### src/verilog/irq_gen_pkg.sv
`default_nettype none

package irq_gen_pkg;

  ////////////////////////////////////////////////////////////
  // Mode codes and widths
  ////////////////////////////////////////////////////////////

  localparam logic [31:0] STANDARD         = 32'd0;
  localparam logic [31:0] RANDOM           = 32'd1;
  localparam logic [31:0] PC_TRIG          = 32'd2;
  localparam logic [31:0] SOFTWARE_DEFINED = 32'd3;

  localparam int IRQ_LINES_NUM = 51;
  localparam int IRQ_WORD_W    = 64;
  localparam int IRQ_ID_W      = 6;

  // Random source FSM encoding
  localparam logic [1:0] RS_IDLE   = 2'd0;
  localparam logic [1:0] RS_WAIT   = 2'd1;
  localparam logic [1:0] RS_RAISED = 2'd2;

  // PC trigger FSM encoding
  localparam logic [1:0] PS_ARMED = 2'd0;
  localparam logic [1:0] PS_WATCH = 2'd1;
  localparam logic [1:0] PS_DONE  = 2'd2;

  ////////////////////////////////////////////////////////////
  // Interrupt word, raw or split into line fields
  ////////////////////////////////////////////////////////////

  typedef union packed {
    logic [IRQ_WORD_W-1:0] raw;
    struct packed {
      logic [47:0] fast;
      logic [3:0]  rsvd_15_12;
      logic        external;
      logic [2:0]  rsvd_10_8;
      logic        timer;
      logic [2:0]  rsvd_6_4;
      logic        software;
      logic [2:0]  rsvd_2_0;
    } lines;
  } irq_word_u;

  // Software on top, fast lines at the bottom, as on the core side
  function automatic logic [IRQ_LINES_NUM-1:0] irq_lines_map(input irq_word_u word);
    return {word.lines.software, word.lines.timer, word.lines.external, word.lines.fast};
  endfunction

endpackage

`default_nettype wire

### src/verilog/irq_mode_select.sv
`timescale 1ns/1ps
`default_nettype none

module irq_mode_select import irq_gen_pkg::*; (
  input  wire logic                     clk_i,
  input  wire logic                     rst_ni,
  input  wire logic [31:0]              irq_mode_i,
  input  wire logic                     irq_ack_i,
  input  wire logic [IRQ_LINES_NUM-1:0] rand_lines_i,
  input  wire logic [IRQ_LINES_NUM-1:0] pc_lines_i,
  input  wire logic [IRQ_LINES_NUM-1:0] sw_lines_i,
  output logic      [31:0]              mode_o,
  output logic      [IRQ_LINES_NUM-1:0] irq_lines_o,
  output logic                          irq_id_we_o
);

  logic [31:0]              mode_q;
  logic [IRQ_LINES_NUM-1:0] lines_d;
  logic [IRQ_LINES_NUM-1:0] lines_q;
  logic                     ack_q;
  logic                     we_q;

  ////////////////////////////////////////////////////////////
  // Line multiplexer
  ////////////////////////////////////////////////////////////

  // STANDARD and unknown codes both give zero
  always_comb begin
    case (mode_q)
      RANDOM:           lines_d = rand_lines_i;
      PC_TRIG:          lines_d = pc_lines_i;
      SOFTWARE_DEFINED: lines_d = sw_lines_i;
      default:          lines_d = '0;
    endcase
  end

  always_ff @(posedge clk_i or negedge rst_ni) begin
    if (!rst_ni) begin
      mode_q  <= STANDARD;
      lines_q <= '0;
      ack_q   <= 1'b0;
      we_q    <= 1'b0;
    end else begin
      mode_q  <= irq_mode_i;
      lines_q <= lines_d;
      ack_q   <= irq_ack_i;
      // One pulse per rising acknowledge
      we_q    <= irq_ack_i & ~ack_q;
    end
  end

  assign mode_o      = mode_q;
  assign irq_lines_o = lines_q;
  assign irq_id_we_o = we_q;

endmodule

`default_nettype wire

### src/verilog/irq_pc_trigger.sv
`timescale 1ns/1ps
`default_nettype none

module irq_pc_trigger import irq_gen_pkg::*; (
  input  wire logic                     clk_i,
  input  wire logic                     rst_ni,
  input  wire logic [31:0]              mode_i,
  input  wire logic [31:0]              pc_id_i,
  input  wire logic [31:0]              pc_trig_i,
  input  wire logic [IRQ_WORD_W-1:0]    lines_i,
  output logic      [IRQ_LINES_NUM-1:0] lines_o
);

  logic [1:0]            state_q;
  logic [IRQ_WORD_W-1:0] snap_q;
  logic [IRQ_LINES_NUM-1:0] lines_q;
  irq_word_u             sw_word;

  // Word with only the software line set
  always_comb begin
    sw_word                = '0;
    sw_word.lines.software = 1'b1;
  end

  always_ff @(posedge clk_i or negedge rst_ni) begin
    if (!rst_ni) begin
      state_q <= PS_ARMED;
      lines_q <= '0;
    end else if (mode_i != PC_TRIG) begin
      state_q <= PS_ARMED;
      lines_q <= '0;
    end else begin
      case (state_q)
        PS_ARMED: begin
          if (pc_id_i == pc_trig_i) begin
            lines_q <= irq_lines_map(sw_word);
            state_q <= PS_WATCH;
          end
        end
        PS_WATCH: begin
          // First change of the software word replaces the lines
          if (lines_i != snap_q) begin
            lines_q <= irq_lines_map(irq_word_u'(lines_i));
            state_q <= PS_DONE;
          end
        end
        default: begin
          state_q <= PS_DONE;
        end
      endcase
    end
  end

  // Snapshot taken on the PC match
  always_ff @(posedge clk_i) begin
    if (state_q == PS_ARMED && pc_id_i == pc_trig_i) begin
      snap_q <= lines_i;
    end
  end

  assign lines_o = lines_q;

endmodule

`default_nettype wire

### src/verilog/irq_rand_source.sv
`timescale 1ns/1ps
`default_nettype none

module irq_rand_source import irq_gen_pkg::*; (
  input  wire logic                     clk_i,
  input  wire logic                     rst_ni,
  input  wire logic [31:0]              mode_i,
  input  wire logic [31:0]              min_cycles_i,
  input  wire logic [31:0]              max_cycles_i,
  input  wire logic [31:0]              min_id_i,
  input  wire logic [31:0]              max_id_i,
  output logic      [IRQ_LINES_NUM-1:0] lines_o,
  output logic      [31:0]              act_id_o
);

  logic [IRQ_WORD_W-1:0] lfsr_q;
  logic                  lfsr_fb;
  logic [IRQ_WORD_W-1:0] bound_mask;
  logic [32:0]           wait_sum;
  logic [31:0]           wait_cnt;
  logic [1:0]            state_q;
  logic [31:0]           cnt_q;
  irq_word_u             word_q;
  logic [IRQ_ID_W-1:0]   act_id;

  // Taps 64, 63, 61, 60 give a maximal length sequence
  assign lfsr_fb = lfsr_q[63] ^ lfsr_q[62] ^ lfsr_q[60] ^ lfsr_q[59];

  always_ff @(posedge clk_i or negedge rst_ni) begin
    if (!rst_ni) begin
      lfsr_q <= 64'hACE1_2468_0F0F_1357;
    end else begin
      lfsr_q <= {lfsr_q[IRQ_WORD_W-2:0], lfsr_fb};
    end
  end

  // Keep only IDs inside [min_id, max_id]
  always_comb begin
    for (int i = 0; i < IRQ_WORD_W; i++) begin
      bound_mask[i] = (32'(i) >= min_id_i) && (32'(i) <= max_id_i);
    end
  end

  // Wait is min plus a random offset, capped at max
  assign wait_sum = {1'b0, min_cycles_i} + {17'b0, lfsr_q[15:0]};
  assign wait_cnt = (wait_sum > {1'b0, max_cycles_i}) ? max_cycles_i : wait_sum[31:0];

  ////////////////////////////////////////////////////////////
  // Arm, wait, raise
  ////////////////////////////////////////////////////////////

  always_ff @(posedge clk_i or negedge rst_ni) begin
    if (!rst_ni) begin
      state_q    <= RS_IDLE;
      cnt_q      <= '0;
      word_q.raw <= '0;
    end else if (mode_i != RANDOM) begin
      // Leaving the mode drops everything, next entry re-arms
      state_q    <= RS_IDLE;
      word_q.raw <= '0;
    end else begin
      case (state_q)
        RS_IDLE: begin
          word_q.raw <= lfsr_q & bound_mask;
          cnt_q      <= wait_cnt;
          state_q    <= RS_WAIT;
        end
        RS_WAIT: begin
          if (cnt_q == '0) begin
            state_q <= RS_RAISED;
          end else begin
            cnt_q <= cnt_q - 32'd1;
          end
        end
        default: begin
          // Held until the mode leaves RANDOM
          state_q <= RS_RAISED;
        end
      endcase
    end
  end

  assign lines_o = (state_q == RS_RAISED) ? irq_lines_map(word_q) : '0;

  // Highest set ID wins
  always_comb begin
    act_id = '0;
    for (int i = 0; i < IRQ_WORD_W; i++) begin
      if (word_q.raw[i]) begin
        act_id = IRQ_ID_W'(i);
      end
    end
  end

  assign act_id_o = {{(32-IRQ_ID_W){1'b0}}, act_id};

endmodule

`default_nettype wire

### src/verilog/irq_stim_gen.sv
`timescale 1ns/1ps
`default_nettype none

module irq_stim_gen import irq_gen_pkg::*; (
  input  wire logic                     clk_i,
  input  wire logic                     rst_ni,
  // Harness compatibility only, no function
  input  wire logic                     irq_i,
  input  wire logic                     irq_ack_i,
  input  wire logic [31:0]              irq_mode_i,
  input  wire logic [31:0]              irq_min_cycles_i,
  input  wire logic [31:0]              irq_max_cycles_i,
  input  wire logic [31:0]              irq_min_id_i,
  input  wire logic [31:0]              irq_max_id_i,
  input  wire logic [31:0]              irq_pc_id_i,
  input  wire logic [31:0]              irq_pc_trig_i,
  input  wire logic [IRQ_WORD_W-1:0]    irq_lines_i,
  output logic      [IRQ_LINES_NUM-1:0] irq_rnd_lines_o,
  output logic                          irq_ack_o,
  output logic      [31:0]              irq_act_id_o,
  output logic                          irq_id_we_o
);

  logic [31:0]              mode_q;
  logic [IRQ_LINES_NUM-1:0] rand_lines;
  logic [IRQ_LINES_NUM-1:0] pc_lines;
  logic [IRQ_LINES_NUM-1:0] sw_lines;
  logic [31:0]              rand_id;

  ////////////////////////////////////////////////////////////
  // Sources
  ////////////////////////////////////////////////////////////

  irq_rand_source irq_rand_source_inst (
    .clk_i        (clk_i),
    .rst_ni       (rst_ni),
    .mode_i       (mode_q),
    .min_cycles_i (irq_min_cycles_i),
    .max_cycles_i (irq_max_cycles_i),
    .min_id_i     (irq_min_id_i),
    .max_id_i     (irq_max_id_i),
    .lines_o      (rand_lines),
    .act_id_o     (rand_id)
  );

  irq_pc_trigger irq_pc_trigger_inst (
    .clk_i     (clk_i),
    .rst_ni    (rst_ni),
    .mode_i    (mode_q),
    .pc_id_i   (irq_pc_id_i),
    .pc_trig_i (irq_pc_trig_i),
    .lines_i   (irq_lines_i),
    .lines_o   (pc_lines)
  );

  irq_sw_sampler irq_sw_sampler_inst (
    .clk_i   (clk_i),
    .rst_ni  (rst_ni),
    .mode_i  (mode_q),
    .lines_i (irq_lines_i),
    .lines_o (sw_lines)
  );

  ////////////////////////////////////////////////////////////
  // Mode register and output stage
  ////////////////////////////////////////////////////////////

  irq_mode_select irq_mode_select_inst (
    .clk_i        (clk_i),
    .rst_ni       (rst_ni),
    .irq_mode_i   (irq_mode_i),
    .irq_ack_i    (irq_ack_i),
    .rand_lines_i (rand_lines),
    .pc_lines_i   (pc_lines),
    .sw_lines_i   (sw_lines),
    .mode_o       (mode_q),
    .irq_lines_o  (irq_rnd_lines_o),
    .irq_id_we_o  (irq_id_we_o)
  );

  // Acknowledge goes straight through
  assign irq_ack_o    = irq_ack_i;
  assign irq_act_id_o = rand_id;

endmodule

`default_nettype wire

### src/verilog/irq_sw_sampler.sv
`timescale 1ns/1ps
`default_nettype none

module irq_sw_sampler import irq_gen_pkg::*; (
  input  wire logic                     clk_i,
  input  wire logic                     rst_ni,
  input  wire logic [31:0]              mode_i,
  input  wire logic [IRQ_WORD_W-1:0]    lines_i,
  output logic      [IRQ_LINES_NUM-1:0] lines_o
);

  logic [IRQ_LINES_NUM-1:0] lines_q;
  logic                     sample;

  // A zero word means no update, last lines stay
  assign sample = (mode_i == SOFTWARE_DEFINED) && (lines_i != '0);

  always_ff @(posedge clk_i or negedge rst_ni) begin
    if (!rst_ni) begin
      lines_q <= '0;
    end else if (mode_i != SOFTWARE_DEFINED) begin
      lines_q <= '0;
    end else if (sample) begin
      // Reserved bits of the word are dropped by the mapping
      lines_q <= irq_lines_map(irq_word_u'(lines_i));
    end
  end

  assign lines_o = lines_q;

endmodule

`default_nettype wire
### config.mk
export PLATFORM = sky130hd
export DESIGN_NAME = irq_stim_gen
export DESIGN_NICKNAME = d
export VERILOG_FILES = /design/src/verilog/irq_gen_pkg.sv /design/src/verilog/irq_mode_select.sv /design/src/verilog/irq_pc_trigger.sv /design/src/verilog/irq_rand_source.sv /design/src/verilog/irq_stim_gen.sv /design/src/verilog/irq_sw_sampler.sv
export SDC_FILE = /design/constraint.sdc
export NUM_CORES = 1
export LEC_CHECK = 0
export BUFFER_PORTS_ARGS = -buffer_cell sky130_fd_sc_hd__buf_2
export CAP_MARGIN = 40
export CORE_MARGIN = 2
export CORE_UTILIZATION = 51
export DETAILED_ROUTE_END_ITERATION = 12
export GPL_TIMING_DRIVEN = 0
export PLACE_DENSITY = 0.73
export SLEW_MARGIN = 20
export SYNTH_ARGS = -nofsm -noshare
export SYNTH_HDL_FRONTEND = slang
export SYNTH_SLANG_ARGS = --single-unit
### constraint.sdc
create_clock -name clk_i -period 5.5 [get_ports clk_i]
set_clock_uncertainty 0.2 [all_clocks]
set_input_delay 1.1 -clock clk_i [delete_from_list [all_inputs] [get_ports clk_i]]
set_output_delay 1.1 -clock clk_i [all_outputs]
set_load 0.03 [all_outputs]
==> reports/qor.csv <==
metric,value,unit
grt_max_degree,104,
total_leakage_power,0.0112,uW
mostFrequentLayoutCells,"sky130_fd_sc_hd__buf_2, sky130_fd_sc_hd__dfrtp_1, sky130_fd_sc_hd__nand2_1, sky130_fd_sc_hd__o21ai_0, sky130_fd_sc_hd__inv_1",
drv.max_cap_violation_count,0,
ctsLongestPathBuffers,3,
min_period,5330,ps
synth-seq-cells,414,
async_reset_ff_share,84.5,%
num-nets-final,2861,
synth_area_leaders,"sky130_fd_sc_hd__dfrtp_1, sky130_fd_sc_hd__edfxtp_1, sky130_fd_sc_hd__mux2i_1, sky130_fd_sc_hd__nand2_1, sky130_fd_sc_hd__o21ai_0",
ff2ff_setup_slack,430,ps
areaGrowthSynthToFinish,21.5,%
ys.warnings.count,0,
overflow_left_after_global_routing,0,
critical_path.max_stage_delay,430,ps
timing.slew.headroom,43.4,%
setup.worst_path.end_class,flop,
placement_rows,74,
worst_ir_drop_vdd,0.208,mV
initial_utilization,51.7,%
routabilityCongestion,1.01,
cts_num_sinks,414,
seq_area_frac_synth,50.9,%
htree_levels,2,
boundaryPins,377,
worstPathCellList,buf_2 > ha_1 > fa_1 > a21oi_1 > nand4b_1 > nand3_2 > a311oi_4 > buf_4 > a211oi_1 > xor2_1 > ha_1 > a211oi_1 > o21ai_1 > a2111oi_1 > o31ai_1 > inv_1 > o21ai_0 > buf_4 > buf_8 > mux2i_2 > o22ai_1,
cts_tree,yes,
drt-wirelength-per-cell,23.1,um
synthesis.area,0.0210,sq mm
area_of_all_placed_cells_without_fillers,0.0256,sq mm
combPwrFrac,8.9,%
tritoncts.num_buffers,45,
hold_slack,118,ps
route.final.wire_length,71.2,mm
num-fill-cells,3430,
timing.final.max_slew_violations,0,
drc_violations,0,
drt_pre_antenna_iters,5,
final.period_utilization,97.0,%
finalSetupTns,0,ps
antenna_found_initial,3,
net-switching-power,1650,uW
crit_arrival,5550,ps
report.final.hold_viol_count,0,
timing.final.setup_violations,0,
global_route_wire_length_before_repair,109,mm
placed_cells,2992,
power_switching_share,23.8,%
insertion_delay_of_the_later_clocked_pin_in_the_worst_skew_pair,570,ps
antenna_violating_nets_post_route,0,
power_density,271,mW/mm^2
timing.fmax,188,MHz
clock_power_share,45.9,%
number_of_flops_mapped_to_enable_cells_by_yosys,64,
hold_class,in2async,
power_frac_seq,45.2,%
placeableCoreArea,0.0407,sq mm
die_y,207,um
place_area,0.0238,sq mm
final_cell_count_no_fill,3089,
track_usage,32.7,%
worstSetupStartpointType,input pin,
worst_setup_hold_path_clk_slew,60,ps
synthFlopType,sky130_fd_sc_hd__dfrtp_1,
synth_top_area_cell,sky130_fd_sc_hd__dfrtp_1,
timing.critical_path.required,5710,ps
layout_cells_sized_above_1,21.4,%
yosysTopAreaCellShare,38.2,%
overall_die_width,207,um
clockRootBuffer,sky130_fd_sc_hd__clkbuf_16,
internal-power,5290,uW
vias_in_the_first_global_route,18700,
cp_top_family,compound AO/OA/AOI/OAI gates,
number_of_unique_standard_cell_types_used_by_synthesis,77,
critPathSlowestCell,sky130_fd_sc_hd__a2111oi_1,
status,"finished, final reports clean",
worstPathBufferInverterCount,5,
die-area,0.0429,sq mm
routed_via_density,6.09,
drt_iter0_drc,2077,
syn-mean-instance-area,10.1,sq um
worst_pin_slew,848,ps
port_buffers,346,
routed-via-count,18800,
place_hpwl,54.2,mm
crit_fanout,10,
worst-setup-path-type,in2reg,
mostFrequentLayoutCell,sky130_fd_sc_hd__buf_2,
post_synth_inst_count,2075,
## power by group through the flow
stage | Sequential (uW) | Clock, uW | Combinational (uW)
after floorplan | 3190 | 0 | 260
after global placement | 3190 | 0 | 553
after detailed placement | 3190 | 0 | 575
after CTS | 3130 | 3220 | 579
after global routing | 3130 | 3340 | 663
final | 3130 | 3190 | 616
## through the flow
step / setup WS (ps) / total power (uW) / utilization, %
floorplan: 202 / 3450 / -
global placement: -3330 / 3740 / 57.8
detailed placement: -808 / 3760 / 58.4
CTS: -10.3 / 6930 / 62.3
global route: -24.8 / 7140 / 62.8
finish: 168 / 6930 / 62.8
## sequential cells by signal, summed over array words and instances, names as in the netlist
| signal | count |
|---|---|
| irq_rand_source_inst.cnt_q | 32 |
| irq_mode_select_inst.irq_lines_o | 51 |
| irq_rand_source_inst.word_q | 63 |
| irq_sw_sampler_inst.lines_o | 51 |
| irq_mode_select_inst.mode_o | 32 |
| irq_pc_trigger_inst.lines_o | 51 |
| irq_pc_trigger_inst.state_q | 2 |
| irq_mode_select_inst.irq_id_we_o | 1 |
| irq_rand_source_inst.state_q | 2 |
| irq_rand_source_inst.lfsr_q | 64 |
| irq_pc_trigger_inst.snap_q | 64 |
| irq_mode_select_inst.ack_q | 1 |
## final timing paths
| path | to | cells past startpoint | from |
|---|---|---|---|
| min in group clk_i | irq_rand_source_inst.lfsr_q[26] | 0 | irq_rand_source_inst.lfsr_q[25] |
| max | irq_rand_source_inst.cnt_q[7] | 21 | irq_min_cycles_i[0] |
| min reg2reg | irq_rand_source_inst.lfsr_q[26] | 0 | irq_rand_source_inst.lfsr_q[25] |
| min | irq_mode_select_inst.mode_o[10] | 1 | rst_ni |
| max in group asynchronous | irq_pc_trigger_inst.lines_o[41] | 4 | rst_ni |
| max reg2reg | irq_rand_source_inst.cnt_q[7] | 18 | irq_rand_source_inst.lfsr_q[8] |
## cells by family (layout without fill, tap and decap cells)
kind of cell    Yosys count  in the layout  share of synthesized area (%)
simple gates            624            624                           14.7
mux                     127            127                           6.05
flops                   414            414                           50.9
compound gates          503            503                           15.6
buf+inv                 238            693                           4.82
other cells               1             28                         0.0178
xor+xnor                118            118                           4.91
fa+ha+maj                50             50                           3.01
## area by class of cell
cell class | count | area, sq um | share of cell area [%]
inverter | 120 | 450 | 1.76
tap | 532 | 666 | 2.60
sequential | 414 | 10700 | 41.9
clock inverter | 14 | 193 | 0.753
antenna | 2 | 5.00 | 0.0196
buffer | 118 | 586 | 2.29
multi-input combinational | 1448 | 9530 | 37.2
timing repair buffer | 372 | 2060 | 8.05
clock buffer | 69 | 1380 | 5.39
## cell usage after synthesis, types with 8 or more instances
master / number
sky130_fd_sc_hd__xor2_1: 45
sky130_fd_sc_hd__mux2i_1: 126
sky130_fd_sc_hd__buf_4: 30
sky130_fd_sc_hd__a22oi_1: 9
sky130_fd_sc_hd__o31ai_1: 29
sky130_fd_sc_hd__o21ai_0: 168
sky130_fd_sc_hd__nand3_1: 41
sky130_fd_sc_hd__a2111oi_0: 11
sky130_fd_sc_hd__nor4_1: 78
sky130_fd_sc_hd__nor2b_1: 22
sky130_fd_sc_hd__and3_1: 8
sky130_fd_sc_hd__clkbuf_1: 77
sky130_fd_sc_hd__o221ai_1: 16
sky130_fd_sc_hd__nor2_1: 87
sky130_fd_sc_hd__nand4_1: 41
sky130_fd_sc_hd__edfxtp_1: 64
sky130_fd_sc_hd__a22o_1: 56
sky130_fd_sc_hd__o211ai_1: 14
sky130_fd_sc_hd__a32o_1: 12
sky130_fd_sc_hd__o21a_1: 8
sky130_fd_sc_hd__nand2b_1: 14
sky130_fd_sc_hd__a21o_1: 10
sky130_fd_sc_hd__a21oi_1: 94
sky130_fd_sc_hd__dfstp_2: 29
sky130_fd_sc_hd__a211oi_1: 14
sky130_fd_sc_hd__a31oi_1: 12
sky130_fd_sc_hd__dfrtp_1: 321
sky130_fd_sc_hd__inv_1: 118
sky130_fd_sc_hd__nor3_1: 44
sky130_fd_sc_hd__xnor2_1: 73
sky130_fd_sc_hd__ha_1: 49
sky130_fd_sc_hd__nor3b_1: 9
sky130_fd_sc_hd__nand2_1: 234
## routing by layer
metal / share of wire (%) / GRT usage (%) / vias up
met4: 4.2 / 12.8 / 4
li1: - / - / 8394
met2: 46 / 52.7 / 1062
met1: 41 / 44.3 / 9151
met3: 9.0 / 5.52 / 186
met5: 0.035 / 0 / -
## repair_timing
| action | in CTS | in global routing |
|---|---|---|
| resized for setup | 3 | 33 |
| buffers inserted | 0 | 7 |
| cloned | 0 | 1 |
| endpoints found under the setup margin | 22 | 32 |
| hold buffers | 0 | 0 |
| pin swaps | 0 | 6 |
## worst register-to-register path, cell delays in order (launching register included)
cell and delay [ps]:
sky130_fd_sc_hd__dfstp_2 560, sky130_fd_sc_hd__ha_1 300, sky130_fd_sc_hd__a211o_1 340, sky130_fd_sc_hd__or3_1 400, sky130_fd_sc_hd__a311oi_4 390, sky130_fd_sc_hd__buf_4 210, sky130_fd_sc_hd__a211oi_1 80, sky130_fd_sc_hd__xor2_1 280
sky130_fd_sc_hd__ha_1 310, sky130_fd_sc_hd__a211oi_1 240, sky130_fd_sc_hd__o21ai_1 140, sky130_fd_sc_hd__a2111oi_1 430, sky130_fd_sc_hd__o31ai_1 150, sky130_fd_sc_hd__inv_1 90, sky130_fd_sc_hd__o21ai_0 80, sky130_fd_sc_hd__buf_4 200
sky130_fd_sc_hd__buf_8 180, sky130_fd_sc_hd__mux2i_2 240, sky130_fd_sc_hd__o22ai_1 120
Note: power is estimated with default switching activity, not from simulation.
